--- config.mk ---
export PLATFORM = sky130hd
export DESIGN_NAME = rr_apb_wrapper
export DESIGN_NICKNAME = d
export VERILOG_FILES = /design/src/logic/rr_pkg.sv /design/src/logic/rr_trace_buffer.sv /design/src/logic/rr_trace_counter.sv /design/src/logic/rr_cfg_csrs.sv /design/src/logic/rr_replay_fsm.sv /design/src/logic/rr_bar_router.sv /design/src/logic/rr_apb_wrapper.sv
export SDC_FILE = /design/constraint.sdc
export NUM_CORES = 1
export LEC_CHECK = 0
export ABC_AREA = 1
export BUFFER_PORTS_ARGS = -buffer_cell sky130_fd_sc_hd__buf_2
export CAP_MARGIN = 5
export CELL_PAD_IN_SITES_DETAIL_PLACEMENT = 0
export CELL_PAD_IN_SITES_GLOBAL_PLACEMENT = 1
export CORE_MARGIN = 5
export CORE_UTILIZATION = 44
export CTS_CLUSTER_DIAMETER = 30
export CTS_CLUSTER_SIZE = 16
export DETAILED_ROUTE_END_ITERATION = 10
export HOLD_SLACK_MARGIN = 0.1
export PLACE_DENSITY = 0.75
export SLEW_MARGIN = 10
export SYNTH_ARGS = -nofsm -noshare
export SYNTH_HDL_FRONTEND = slang
export SYNTH_HIERARCHICAL = 1
export SYNTH_SLANG_ARGS = --single-unit
--- constraint.sdc ---
create_clock -name clk -period 4.1 [get_ports clk]
set_input_delay 0.82 -clock clk [delete_from_list [all_inputs] [get_ports clk]]
set_output_delay 0.82 -clock clk [all_outputs]
set_load 0.01 [all_outputs]
--- src/logic/rr_pkg.sv ---
`default_nettype none

package rr_pkg;

  ////////////////////////////////////////////////////////////
  // bus widths
  ////////////////////////////////////////////////////////////
  // host address covers both the register half and the circuit half
  localparam int ADDR_W = 12;
  localparam int DATA_W = 32;

  typedef logic [ADDR_W-1:0] addr_t;
  typedef logic [DATA_W-1:0] data_t;

  ////////////////////////////////////////////////////////////
  // trace geometry
  ////////////////////////////////////////////////////////////
  localparam int TRACE_DEPTH = 16;
  localparam int PTR_W = 4;
  // one extra bit so a full trace (16) fits in the count
  localparam int COUNT_W = PTR_W + 1;
  // write flag, address, data
  localparam int ENTRY_W = 1 + ADDR_W + DATA_W;
  localparam int ENTRY_WR_BIT = ADDR_W + DATA_W;

  typedef logic [PTR_W-1:0] trace_ptr_t;
  typedef logic [COUNT_W-1:0] count_t;
  typedef logic [ENTRY_W-1:0] trace_entry_t;

  ////////////////////////////////////////////////////////////
  // register map
  ////////////////////////////////////////////////////////////
  // address bit 11 high selects the unit's own registers
  localparam int CSR_SEL_BIT = 11;
  localparam addr_t CSR_MODE_OFS = 12'h800;
  localparam addr_t CSR_STATUS_OFS = 12'h804;
  localparam addr_t CSR_COUNT_OFS = 12'h808;

  // replay sequencer states
  typedef enum logic [1:0] {
    REPLAY_IDLE,
    REPLAY_SETUP,
    REPLAY_ACCESS
  } replay_state_e;

endpackage

`default_nettype wire

--- src/logic/rr_trace_buffer.sv ---
`timescale 1ns/1ps
`default_nettype none

module rr_trace_buffer (
  input  wire                  clk,
  input  wire                  i_wr_en,
  input  rr_pkg::trace_ptr_t   i_wr_ptr,
  input  rr_pkg::trace_entry_t i_wr_entry,
  input  rr_pkg::trace_ptr_t   i_rd_ptr,
  output rr_pkg::trace_entry_t o_rd_entry
);
  import rr_pkg::*;

  // trace storage, contents only valid below the count
  trace_entry_t mem [TRACE_DEPTH];

  always_ff @(posedge clk) begin
    if (i_wr_en) begin
      mem[i_wr_ptr] <= i_wr_entry;
    end
  end

  // replay reads the entry in the same cycle it drives the bus
  assign o_rd_entry = mem[i_rd_ptr];

endmodule

`default_nettype wire

--- src/logic/rr_trace_counter.sv ---
`timescale 1ns/1ps
`default_nettype none

module rr_trace_counter (
  input  wire                clk,
  input  wire                rstn,
  input  wire                i_rec_valid,
  input  wire                i_record_en,
  input  wire                i_clear,
  output rr_pkg::count_t     o_count,
  output logic               o_wr_en,
  output rr_pkg::trace_ptr_t o_wr_ptr,
  output logic               o_overflow
);
  import rr_pkg::*;

  logic rec;
  logic full;

  // strobe only counts while recording is on
  assign rec = i_rec_valid & i_record_en;
  assign full = (o_count == count_t'(TRACE_DEPTH));

  // next free slot is the current count
  assign o_wr_en = rec & ~full;
  assign o_wr_ptr = o_count[PTR_W-1:0];
  // dropped entry
  assign o_overflow = rec & full;

  always_ff @(posedge clk) begin
    if (!rstn) begin
      o_count <= '0;
    end else if (i_clear) begin
      o_count <= '0;
    end else if (o_wr_en) begin
      o_count <= o_count + 1'b1;
    end
  end

  a_count_max: assert property (@(posedge clk) disable iff (!rstn)
    o_count <= count_t'(TRACE_DEPTH));

endmodule

`default_nettype wire

--- src/logic/rr_cfg_csrs.sv ---
`timescale 1ns/1ps
`default_nettype none

module rr_cfg_csrs (
  input  wire            clk,
  input  wire            rstn,
  input  wire            i_csr_wr,
  input  wire            i_csr_rd_en,
  input  rr_pkg::addr_t  i_csr_ofs,
  input  rr_pkg::data_t  i_csr_wdata,
  output rr_pkg::data_t  o_csr_rdata,
  input  rr_pkg::count_t i_count,
  input  wire            i_overflow,
  input  wire            i_mismatch,
  input  wire            i_replay_busy,
  output logic           o_record_en,
  output logic           o_replay_start,
  output logic           o_count_clear
);
  import rr_pkg::*;

  logic wr_mode;
  logic wr_status;
  logic overflow_q;
  logic mismatch_q;

  assign wr_mode = i_csr_wr && (i_csr_ofs == CSR_MODE_OFS);
  assign wr_status = i_csr_wr && (i_csr_ofs == CSR_STATUS_OFS);

  ////////////////////////////////////////////////////////////
  // mode and status
  ////////////////////////////////////////////////////////////
  always_ff @(posedge clk) begin
    if (!rstn) begin
      o_record_en <= 1'b0;
      overflow_q <= 1'b0;
      mismatch_q <= 1'b0;
    end else begin
      if (wr_mode) begin
        o_record_en <= i_csr_wdata[0];
      end
      // sticky flags, a new event wins over write-1-to-clear
      if (i_overflow) begin
        overflow_q <= 1'b1;
      end else if (wr_status && i_csr_wdata[0]) begin
        overflow_q <= 1'b0;
      end
      if (i_mismatch) begin
        mismatch_q <= 1'b1;
      end else if (wr_status && i_csr_wdata[1]) begin
        mismatch_q <= 1'b0;
      end
    end
  end

  // start pulse lives for the single access cycle of the write
  // the sequencer decides whether it is accepted
  assign o_replay_start = wr_mode & i_csr_wdata[1];
  // any write to count clears it
  assign o_count_clear = i_csr_wr && (i_csr_ofs == CSR_COUNT_OFS);

  ////////////////////////////////////////////////////////////
  // read mux
  ////////////////////////////////////////////////////////////
  always_comb begin
    o_csr_rdata = '0;
    if (i_csr_rd_en) begin
      case (i_csr_ofs)
        CSR_MODE_OFS: o_csr_rdata[0] = o_record_en;
        CSR_STATUS_OFS: o_csr_rdata[2:0] = {i_replay_busy, mismatch_q, overflow_q};
        CSR_COUNT_OFS: o_csr_rdata[COUNT_W-1:0] = i_count;
        default: o_csr_rdata = '0;
      endcase
    end
  end

  // host writes are zero wait, so the start pulse never repeats
  a_start_pulse: assert property (@(posedge clk) disable iff (!rstn)
    o_replay_start |=> !o_replay_start);

endmodule

`default_nettype wire

--- src/logic/rr_replay_fsm.sv ---
`timescale 1ns/1ps
`default_nettype none

module rr_replay_fsm (
  input  wire                  clk,
  input  wire                  rstn,
  input  wire                  i_start,
  input  rr_pkg::count_t       i_count,
  output rr_pkg::trace_ptr_t   o_rd_ptr,
  input  rr_pkg::trace_entry_t i_rd_entry,
  output logic                 o_busy,
  output logic                 o_rp_psel,
  output logic                 o_rp_penable,
  output logic                 o_rp_pwrite,
  output rr_pkg::addr_t        o_rp_paddr,
  output rr_pkg::data_t        o_rp_pwdata,
  input  rr_pkg::data_t        i_cl_prdata,
  input  wire                  i_cl_pready,
  output logic                 o_mismatch
);
  import rr_pkg::*;

  replay_state_e state;
  trace_ptr_t ptr;
  count_t len;
  logic done;
  logic last;

  // length latched at start so a count clear mid replay cannot cut it short
  always_ff @(posedge clk) begin
    if (state == REPLAY_IDLE && i_start) begin
      len <= i_count;
    end
  end

  assign done = (state == REPLAY_ACCESS) && i_cl_pready;
  assign last = (count_t'(ptr) == len - 1'b1);

  ////////////////////////////////////////////////////////////
  // sequencer
  ////////////////////////////////////////////////////////////
  always_ff @(posedge clk) begin
    if (!rstn) begin
      state <= REPLAY_IDLE;
      ptr <= '0;
    end else begin
      case (state)
        REPLAY_IDLE: begin
          // nothing to replay for an empty trace
          if (i_start && i_count != '0) begin
            ptr <= '0;
            state <= REPLAY_SETUP;
          end
        end
        REPLAY_SETUP: state <= REPLAY_ACCESS;
        REPLAY_ACCESS: begin
          if (i_cl_pready) begin
            if (last) begin
              state <= REPLAY_IDLE;
            end else begin
              ptr <= ptr + 1'b1;
              state <= REPLAY_SETUP;
            end
          end
        end
        default: state <= REPLAY_IDLE;
      endcase
    end
  end

  assign o_busy = (state != REPLAY_IDLE);
  assign o_rd_ptr = ptr;

  // apb master fields straight from the current entry
  assign o_rp_psel = o_busy;
  assign o_rp_penable = (state == REPLAY_ACCESS);
  assign o_rp_pwrite = i_rd_entry[ENTRY_WR_BIT];
  assign o_rp_paddr = i_rd_entry[DATA_W +: ADDR_W];
  assign o_rp_pwdata = i_rd_entry[DATA_W-1:0];

  // validation of replayed reads against the recorded data
  assign o_mismatch = done & ~o_rp_pwrite & (i_cl_prdata != i_rd_entry[DATA_W-1:0]);

  // trace fields hold still from setup through the whole access phase
  a_access_stable: assert property (@(posedge clk) disable iff (!rstn)
    o_rp_penable |-> $stable(o_rp_paddr) && $stable(o_rp_pwrite) && $stable(o_rp_pwdata));

endmodule

`default_nettype wire

--- src/logic/rr_bar_router.sv ---
`timescale 1ns/1ps
`default_nettype none

module rr_bar_router (
  input  wire                  clk,
  input  wire                  rstn,
  // host apb slave
  input  wire                  i_psel,
  input  wire                  i_penable,
  input  wire                  i_pwrite,
  input  rr_pkg::addr_t        i_paddr,
  input  rr_pkg::data_t        i_pwdata,
  output rr_pkg::data_t        o_prdata,
  output logic                 o_pready,
  // register space
  output logic                 o_csr_wr,
  output logic                 o_csr_rd_en,
  output rr_pkg::addr_t        o_csr_ofs,
  output rr_pkg::data_t        o_csr_wdata,
  input  rr_pkg::data_t        i_csr_rdata,
  // replay master
  input  wire                  i_replay_busy,
  input  wire                  i_rp_psel,
  input  wire                  i_rp_penable,
  input  wire                  i_rp_pwrite,
  input  rr_pkg::addr_t        i_rp_paddr,
  input  rr_pkg::data_t        i_rp_pwdata,
  // record strobe
  output logic                 o_rec_valid,
  output rr_pkg::trace_entry_t o_rec_entry,
  // user circuit apb master
  output logic                 o_cl_psel,
  output logic                 o_cl_penable,
  output logic                 o_cl_pwrite,
  output rr_pkg::addr_t        o_cl_paddr,
  output rr_pkg::data_t        o_cl_pwdata,
  input  rr_pkg::data_t        i_cl_prdata,
  input  wire                  i_cl_pready
);
  import rr_pkg::*;

  logic csr_sel;
  logic host_cl;
  logic host_wait;
  logic host_done;

  // single decode of the register half
  assign csr_sel = i_paddr[CSR_SEL_BIT];
  assign host_cl = i_psel & ~csr_sel;

  ////////////////////////////////////////////////////////////
  // register space, zero wait
  ////////////////////////////////////////////////////////////
  assign o_csr_wr = i_psel & i_penable & csr_sel & i_pwrite;
  assign o_csr_rd_en = i_psel & i_penable & csr_sel & ~i_pwrite;
  assign o_csr_ofs = i_paddr;
  assign o_csr_wdata = i_pwdata;

  ////////////////////////////////////////////////////////////
  // circuit port mux
  ////////////////////////////////////////////////////////////
  // host held off by replay last cycle
  // the circuit then gets a fresh setup cycle before access
  always_ff @(posedge clk) begin
    if (!rstn) begin
      host_wait <= 1'b0;
    end else begin
      host_wait <= host_cl & i_replay_busy;
    end
  end

  // replay owns the port while busy
  assign o_cl_psel = i_replay_busy ? i_rp_psel : host_cl;
  assign o_cl_penable = i_replay_busy ? i_rp_penable : host_cl & i_penable & ~host_wait;
  assign o_cl_pwrite = i_replay_busy ? i_rp_pwrite : i_pwrite;
  assign o_cl_paddr = i_replay_busy ? i_rp_paddr : i_paddr;
  assign o_cl_pwdata = i_replay_busy ? i_rp_pwdata : i_pwdata;

  // host circuit transfer finishes only once it really owns the port
  assign host_done = host_cl & i_penable & ~i_replay_busy & ~host_wait & i_cl_pready;

  assign o_pready = csr_sel ? (i_psel & i_penable) : host_done;
  assign o_prdata = csr_sel ? i_csr_rdata : i_cl_prdata;

  // record strobe, read entries take the circuit's data
  assign o_rec_valid = host_done;
  assign o_rec_entry = {i_pwrite, i_paddr, i_pwrite ? i_pwdata : i_cl_prdata};

  // a stalled host transfer must not be traced in the middle of a replay
  a_no_rec_busy: assert property (@(posedge clk) disable iff (!rstn)
    o_rec_valid |-> !i_replay_busy && !$past(i_replay_busy));

endmodule

`default_nettype wire

--- src/logic/rr_apb_wrapper.sv ---
`timescale 1ns/1ps
`default_nettype none

module rr_apb_wrapper (
  input  wire            clk,
  input  wire            rstn,
  // host side
  input  wire            i_psel,
  input  wire            i_penable,
  input  wire            i_pwrite,
  input  rr_pkg::addr_t  i_paddr,
  input  rr_pkg::data_t  i_pwdata,
  output rr_pkg::data_t  o_prdata,
  output logic           o_pready,
  // user circuit side
  output logic           o_cl_psel,
  output logic           o_cl_penable,
  output logic           o_cl_pwrite,
  output rr_pkg::addr_t  o_cl_paddr,
  output rr_pkg::data_t  o_cl_pwdata,
  input  rr_pkg::data_t  i_cl_prdata,
  input  wire            i_cl_pready
);
  import rr_pkg::*;

  ////////////////////////////////////////////////////////////
  // internal wires
  ////////////////////////////////////////////////////////////
  logic csr_wr;
  logic csr_rd_en;
  addr_t csr_ofs;
  data_t csr_wdata;
  data_t csr_rdata;
  logic record_en;
  logic replay_start;
  logic count_clear;
  count_t count;
  logic overflow;
  logic mismatch;
  logic rec_valid;
  trace_entry_t rec_entry;
  logic wr_en;
  trace_ptr_t wr_ptr;
  trace_ptr_t rd_ptr;
  trace_entry_t rd_entry;
  // replay master
  logic busy;
  logic rp_psel;
  logic rp_penable;
  logic rp_pwrite;
  addr_t rp_paddr;
  data_t rp_pwdata;

  rr_bar_router u_router (
    .clk(clk), .rstn(rstn),
    .i_psel(i_psel), .i_penable(i_penable), .i_pwrite(i_pwrite),
    .i_paddr(i_paddr), .i_pwdata(i_pwdata),
    .o_prdata(o_prdata), .o_pready(o_pready),
    .o_csr_wr(csr_wr), .o_csr_rd_en(csr_rd_en),
    .o_csr_ofs(csr_ofs), .o_csr_wdata(csr_wdata), .i_csr_rdata(csr_rdata),
    .i_replay_busy(busy),
    .i_rp_psel(rp_psel), .i_rp_penable(rp_penable), .i_rp_pwrite(rp_pwrite),
    .i_rp_paddr(rp_paddr), .i_rp_pwdata(rp_pwdata),
    .o_rec_valid(rec_valid), .o_rec_entry(rec_entry),
    .o_cl_psel(o_cl_psel), .o_cl_penable(o_cl_penable), .o_cl_pwrite(o_cl_pwrite),
    .o_cl_paddr(o_cl_paddr), .o_cl_pwdata(o_cl_pwdata),
    .i_cl_prdata(i_cl_prdata), .i_cl_pready(i_cl_pready)
  );

  rr_cfg_csrs u_csrs (
    .clk(clk), .rstn(rstn),
    .i_csr_wr(csr_wr), .i_csr_rd_en(csr_rd_en),
    .i_csr_ofs(csr_ofs), .i_csr_wdata(csr_wdata), .o_csr_rdata(csr_rdata),
    .i_count(count), .i_overflow(overflow), .i_mismatch(mismatch),
    .i_replay_busy(busy),
    .o_record_en(record_en), .o_replay_start(replay_start),
    .o_count_clear(count_clear)
  );

  rr_trace_counter u_counter (
    .clk(clk), .rstn(rstn),
    .i_rec_valid(rec_valid), .i_record_en(record_en), .i_clear(count_clear),
    .o_count(count), .o_wr_en(wr_en), .o_wr_ptr(wr_ptr), .o_overflow(overflow)
  );

  rr_trace_buffer u_buffer (
    .clk(clk),
    .i_wr_en(wr_en), .i_wr_ptr(wr_ptr), .i_wr_entry(rec_entry),
    .i_rd_ptr(rd_ptr), .o_rd_entry(rd_entry)
  );

  rr_replay_fsm u_replay (
    .clk(clk), .rstn(rstn),
    .i_start(replay_start), .i_count(count),
    .o_rd_ptr(rd_ptr), .i_rd_entry(rd_entry), .o_busy(busy),
    .o_rp_psel(rp_psel), .o_rp_penable(rp_penable), .o_rp_pwrite(rp_pwrite),
    .o_rp_paddr(rp_paddr), .o_rp_pwdata(rp_pwdata),
    .i_cl_prdata(i_cl_prdata), .i_cl_pready(i_cl_pready),
    .o_mismatch(mismatch)
  );

endmodule

`default_nettype wire

==> results of run 1 <==
[cell usage in the layout (no fill, tap or decap), drive strengths merged]
| cell | n |
|---|---|
| nand2 | 1224 |
| edfxtp | 725 |
| inv | 638 |
| nand3 | 556 |
| buf | 273 |
| clkbuf | 172 |
| nor2 | 90 |
| o21ai | 73 |
| clkinv | 55 |
| xor2 | 31 |
| conb | 27 |
| bufinv | 23 |
| clkinvlp | 17 |
| dfxtp | 15 |
| nand4 | 10 |
| a21oi | 5 |
| ha | 4 |
| nand3b | 3 |
| nor3 | 3 |
| or2 | 2 |
| nor3b | 2 |
| diode | 1 |
| a21boi | 1 |
| a21o | 1 |
[routing by layer]
| metal | global-route usage, % | share of wire, % | vias to the layer above |
|---|---|---|---|
| li1 | - | - | 11900 |
| met1 | 32.2 | 46 | 11700 |
| met2 | 33.2 | 45 | 885 |
| met3 | 4.65 | 7.7 | 148 |
| met4 | 5.78 | 1.9 | 2 |
| met5 | 0 | 0.0085 | - |
[where the power goes]
part	internal [uW]	total (uW)	switching (uW)
registers	8360	8360	0.000660
clock network	8400	12400	4010
logic	138	472	334
total	16900	21200	4340
[sequential cells by signal, summed over array words and instances (netlist names)]
name	flops
u_counter/o_count	5
u_csrs/o_record_en	1
u_buffer/mem	720
u_replay/len	5
u_router/host_wait	1
u_replay/state	2
u_csrs/overflow_q	1
u_replay/o_rd_ptr	4
u_csrs/mismatch_q	1
[how the worst max path moves through the flow]
stage                     cells after the start                               from                            end  slack [ps]
after detailed placement                      8                        i_paddr[11]                    o_prdata[1]         880
after global routing                         11  u_replay/o_rd_ptr[0]$_SDFFE_PN0P_                 o_cl_paddr[11]          40
after floorplan                              10                        i_paddr[11]  u_buffer/mem[10][0]$_DFFE_PP_          70
after CTS                                    11  u_replay/o_rd_ptr[0]$_SDFFE_PN0P_                 o_cl_paddr[11]         170
after global placement                        8                        i_paddr[11]                    o_prdata[1]         870
final                                        11  u_replay/o_rd_ptr[0]$_SDFFE_PN0P_                 o_cl_paddr[11]         240
[worst register-to-register path: stages (launching register included)]
cell	delay, ps
dfxtp_4	430
clkinv_8	300
buf_4	450
nand2_1	80
nand2_1	50
nand2_1	50
nand3_1	110
nand3_1	100
nand2_1	140
xor2_1	200
nor2_1	190
nand2_1	250
nor2_1	220
nand2_1	80
nor2_1	250
nor2_1	100
inv_1	90
a21oi_1	70
[final cells by class]
| type | instances | share of cell area (%) |
|---|---|---|
| sequential | 740 | 52.7 |
| multi-input combinational | 2032 | 21.3 |
| clock buffer | 172 | 9.49 |
| inverter | 625 | 5.65 |
| timing repair buffer | 273 | 4.69 |
| tap | 1050 | 3.14 |
| clock inverter | 108 | 3.01 |
| antenna | 1 | 0.00598 |
[stage by stage]
step	std cells	total power (uW)	util (%)	setup slack, ps
detailed placement	4720	8970	46.5	881
finish	5001	21200	53.1	242
global placement	4720	8960	46.5	865
CTS	5000	21400	53.1	170
global route	5000	21900	53.1	36.9
floorplan	3671	8740	-	74.6
==> results.txt, run 1 <==
----------------------------------------------------
[Worst setup path]
  Combined buffer and inverter count along the critical path ... 4
  Crit path arrival time ... 3040 ps
  CP Launch Type ... register
  Depth of the most critical reg-to-reg path ... 17
  Kind of critical path ... reg2out
  Largest stage delay, worst path ... 430 ps
  Reg2reg end ... u_csrs/mismatch_q$_SDFFE_PN0P_
  Kind of end point of the critical path ... output port
  RR Startpoint ... u_replay/o_rd_ptr[0]$_SDFFE_PN0P_
  Dominant cell type by count on the critical path ... nand3_1
  Required time reported for the critical path endpoint ... 3280 ps
  Cells along the critical path ... clkinv_8 > buf_4 > nand2_1 > nand3_1 > nand3_1 > nand3_1 > nand2_1 > nor2_1 > nor2_1 > buf_4 > buf_2
  Worst Path Max Fanout ... 86
  Cell family with most CP delay ... buffers and inverters
  R2R setup slack ... 820 ps
  Max stage delay cell, worst path ... dfxtp_4

[Clocking]
  Total clock buffers created by CTS ... 152
  Post-CTS Setup Bufs ... 0
  CTS root buf ... clkbuf_16
  Buffers from clock root to sink, at most ... 3
  Hold Buf Count CTS ... 0
  Clock net sink count ... 740
  Clock slew at the register clock pins of the worst setup and hold paths ... 50 ps
  Count of instances resized after the clock tree is built ... 0
  H-tree level count ... 4
  Clock tree from TritonCTS ... built
  Clk Latency, worst-skew pair ... 710 ps

[GRT]
  Global-route usage over all layers ... 21.8%
  Largest net degree at the start of global routing ... 140
  Global-route wire length before repair ... 144000 um
  Via count of the first global-routing pass ... 23800
  Initial antenna violation count ... 1
  Aggregate global routing overflow ... 0

[Timing]
  Final clock period utilization by the worst path ... 94.1%
  WHS ... 438 ps
  Relative slew slack ... 48.0%
  Final setup violation count ... 0
  Setup repair after global routing missed its margin ... false
  Tmin final ... 3860 ps
  Final TNS setup ... 0 ps
  Actual slew at the worst max-slew pin ... 780 ps
  Final hold violation count ... 0
  Post-Route Skew ... 27.3 ps
  Fmax ... 259 MHz
  Number of max-slew violations in the final report ... 0

[Placed design]
  Placed instance area ... 0.0366 mm^2
  PortBufs ... 161
  Half-perimeter wire length after placement ... 54800 um
  Placer Congestion ... 0.803

[Floorplan]
  Die Outline Area ... 0.0852 mm^2
  Num rows ... 103
  Die width ... 292 um
  Die outline height ... 292 um
  Initial core utilization ... 44.3%
  I/O pins ... 162
  Placeable Area ... 0.0789 mm^2

[Power and ir drop]
  Cell area power density ... 507 mW/mm^2
  Leakage power figure ... 0.0182 uW
  Worst ir drop on vdd ... 421 uV

[Drt]
  Via density ... 4.93
  Remaining design rule violation count ... 0
  DR WL/cell ... 18.9 um
  Drt first-iter violations ... 2119
  Final wirelength ... 94400 um
  First drt pass iteration count ... 6
  Routed vias ... 24700
  Antenna-violating nets left ... 0

[Min path]
  Depth of the worst hold-timing path ... 3
  Critical hold path startpoint ... i_pwdata[0]
  Class of the tightest hold or removal check ... in2reg
  Capture endpoint of the worst hold path ... u_csrs/o_record_en$_SDFFE_PN0P_

[Run]
  Max-cap violations ... 0

[Layout]
  Fraction of final layout cells with drive strength greater than 1 ... 14.5%
  Reg area ... 0.0221 mm^2
  Final-stage net count ... 3910
  Area of the multi-input gates ... 0.00891 mm^2
  Number of filler cells placed in the layout ... 6945
  Final cell area excluding filler cells ... 0.0419 mm^2
  Synth-to-layout area growth ... 19.7%

[Outcome]
  Outcome ... finished clean

[Synth]
  Post-synthesis average cell area ... 9.59 um^2
  Count of yosys warnings during synthesis ... 6
  Synthesized netlist cell count ... 3645
  Post-synthesis instance area ... 0.0350 mm^2

----------------------------------------------------
Note: power is estimated with default switching activity, not from simulation.
==> run 2: changes to the inputs <==
--- a/config.mk
+++ b/config.mk
@@ -17,6 +17,7 @@
 export DETAILED_ROUTE_END_ITERATION = 10
 export HOLD_SLACK_MARGIN = 0.1
 export PLACE_DENSITY = 0.75
+export RECOVER_POWER = 100
 export SLEW_MARGIN = 10
 export SYNTH_ARGS = -nofsm -noshare
 export SYNTH_HDL_FRONTEND = slang
==> results.txt, run 2 (synthesis gave the netlist of run 1 again) <==
----------------------------------------------------
[Outcome]
  Outcome ... finished, violations left
  Violations in the final reports ... capacitance limit, slew limit

[Worst setup path]
  Kind of critical path ... reg2out
  Cells along the critical path ... nor2_1 > inv_1 > inv_2 > clkbuf_2 > nand2_1 > nand2_1 > clkbuf_1
  RR Startpoint ... u_replay/state[0]$_SDFFE_PN0P_
  Largest stage delay, worst path ... 780 ps
  Dominant cell type by count on the critical path ... nand2_1
  Cell family with most CP delay ... buffers and inverters
  Depth of the most critical reg-to-reg path ... 12
  Combined buffer and inverter count along the critical path ... 4
  CP Launch Type ... register
  Required time reported for the critical path endpoint ... 3280 ps
  Max stage delay cell, worst path ... clkbuf_2
  Crit path arrival time ... 3070 ps
  Worst Path Max Fanout ... 25
  R2R setup slack ... 320 ps
  Reg2reg end ... u_buffer/mem[11][19]$_DFFE_PP_
  Kind of end point of the critical path ... output port

[Drt]
  Via density ... 4.92
  Routed vias ... 24600
  Drt first-iter violations ... 2063
  Remaining design rule violation count ... 0
  Final wirelength ... 94400 um
  First drt pass iteration count ... 5
  Antenna-violating nets left ... 0
  DR WL/cell ... 18.9 um

[Power and ir drop]
  Net Switching ... 4340 uW
  Worst ir drop on vdd ... 422 uV
  Switching part of the total power ... 20.5%
  Int Power ... 16900 uW
  Relative contribution of sequential cells to total power ... 39.4%
  Leakage power figure ... 0.0178 uW
  Comb power frac ... 2.0%
  Clk pwr share ... 58.5%
  Cell area power density ... 513 mW/mm^2

[GRT]
  Initial antenna violation count ... 1
  Global-route wire length before repair ... 144000 um
  Largest net degree at the start of global routing ... 140
  Via count of the first global-routing pass ... 23800
  Aggregate global routing overflow ... 0
  Global-route usage over all layers ... 21.8%

[Layout]
  Number of filler cells placed in the layout ... 7065
  Most frequent cells in the layout ... nand2_1, edfxtp_1, inv_1, nand3_1, clkbuf_16
  Largest registers in the final layout ... u_buffer/mem: 720 flops, u_counter/o_count: 5 flops, u_replay/len: 5 flops
  Max reg flops ... 720
  Biggest register ... u_buffer/mem
  Most frequent standard cell in the layout excluding fill and tap cells ... nand2_1
  Reg area ... 0.0221 mm^2
  Number of antenna diodes ... 0
  Area of the multi-input gates ... 0.00883 mm^2
  Final-stage net count ... 3910
  Synth-to-layout area growth ... 18.3%
  Fraction of final layout cells with drive strength greater than 1 ... 11.1%
  Final cell area excluding filler cells ... 0.0414 mm^2

[Placed design]
  PortBufs ... 161
  Half-perimeter wire length after placement ... 54800 um
  Placed instance area ... 0.0366 mm^2
  Placer Congestion ... 0.803

[Floorplan]
  Die Outline Area ... 0.0852 mm^2
  Die width ... 292 um
  Placeable Area ... 0.0789 mm^2
  Num rows ... 103
  Initial core utilization ... 44.3%
  Die outline height ... 292 um
  I/O pins ... 162

[Min path]
  Class of the tightest hold or removal check ... in2reg
  Capture endpoint of the worst hold path ... u_csrs/o_record_en$_SDFFE_PN0P_
  Critical hold path startpoint ... i_pwdata[0]
  Depth of the worst hold-timing path ... 3

[Clocking]
  Clock net sink count ... 740
  Post-CTS Setup Bufs ... 0
  Hold Buf Count CTS ... 0
  Total clock buffers created by CTS ... 152
  Clk Latency, worst-skew pair ... 710 ps
  Clock tree from TritonCTS ... built
  Clock slew at the register clock pins of the worst setup and hold paths ... 50 ps
  CTS root buf ... clkbuf_16
  Count of instances resized after the clock tree is built ... 0
  Buffers from clock root to sink, at most ... 3
  H-tree level count ... 4

[Run]
  Max-cap violations ... 5

[Timing]
  Fmax ... 257 MHz
  Final hold violation count ... 0
  Tmin final ... 3890 ps
  Number of max-slew violations in the final report ... 198
  Final setup violation count ... 0
  Relative slew slack ... -20.0%
  Actual slew at the worst max-slew pin ... 1800 ps
  Post-Route Skew ... 26.4 ps
  Setup repair after global routing missed its margin ... false
  Final clock period utilization by the worst path ... 95.0%
  Final TNS setup ... 0 ps

----------------------------------------------------
-- run 2: cell count changes in the layout (fill, tap and decap cells not counted), moves of 3 or more --
cell      delta
clkbuf_1   +122
buf_4       -62
buf_2       -77
buf_12      -10
nor2_1       +8
o21ai_0      +6
inv_2        -3
clkbuf_2    +23
inv_1        +3
nor2_4       -7
o21ai_1      -6
-- run 2: power groups by stage --
stage | logic [uW] | clock network [uW] | registers, uW
4_1_cts | 474 | 12600 | 8360
5_1_grt | 481 | 13000 | 8360
2_1_floorplan | 239 | 0 | 8500
3_3_place_gp | 469 | 0 | 8490
6_report | 433 | 12400 | 8370
3_5_place_dp | 472 | 0 | 8500
-- run 2: worst register-to-register path: cells and delay by family, from the launching register on --
family / cells / cell delay (ps)
buf+inv: 5 / 1870
simple gates: 7 / 1110
flops: 1 / 330
-- run 2: cell type report --
type | count | area share, %
Inverter | 625 | 5.71
Timing Repair Buffer | 273 | 3.71
Clock inverter | 108 | 3.04
Sequential cell | 740 | 53.4
Tap cell | 1050 | 3.18
Multi-Input combinational cell | 2032 | 21.4
Clock buffer | 172 | 9.61
-- run 2: through the flow --
stage | setup slack [ps] | cells | util, % | hold WS, ps | power [uW]
floorplan | 74.6 | 3671 | - | 436 | 8740
global placement | 865 | 4720 | 46.5 | 466 | 8960
detailed placement | 881 | 4720 | 46.5 | 463 | 8970
CTS | 170 | 5000 | 53.1 | 388 | 21400
global route | 28.2 | 5000 | 52.4 | 444 | 21800
finish | 205 | 5000 | 52.4 | 438 | 21200
-- run 2: worst max path at each step --
stage	from	to	slack (ps)	cells after the start
2_1_floorplan	i_paddr[11]	u_buffer/mem[10][0]$_DFFE_PP_	70	10
3_3_place_gp	i_paddr[11]	o_prdata[1]	870	8
3_5_place_dp	i_paddr[11]	o_prdata[1]	880	8
4_1_cts	u_replay/o_rd_ptr[0]$_SDFFE_PN0P_	o_cl_paddr[11]	170	11
5_1_grt	u_replay/o_rd_ptr[0]$_SDFFE_PN0P_	o_cl_paddr[11]	30	11
6_report	u_replay/state[0]$_SDFFE_PN0P_	o_cl_pwdata[31]	210	7
-- run 2: layer usage --
layer  share of wire, %  GRT usage [%]  up-vias
met5             0.0085              0        -
met4                1.8           5.78        2
met3                7.7           4.65      144
met2                 45           33.2      932
met1                 46           32.2    11600
li1                   -              -    12000
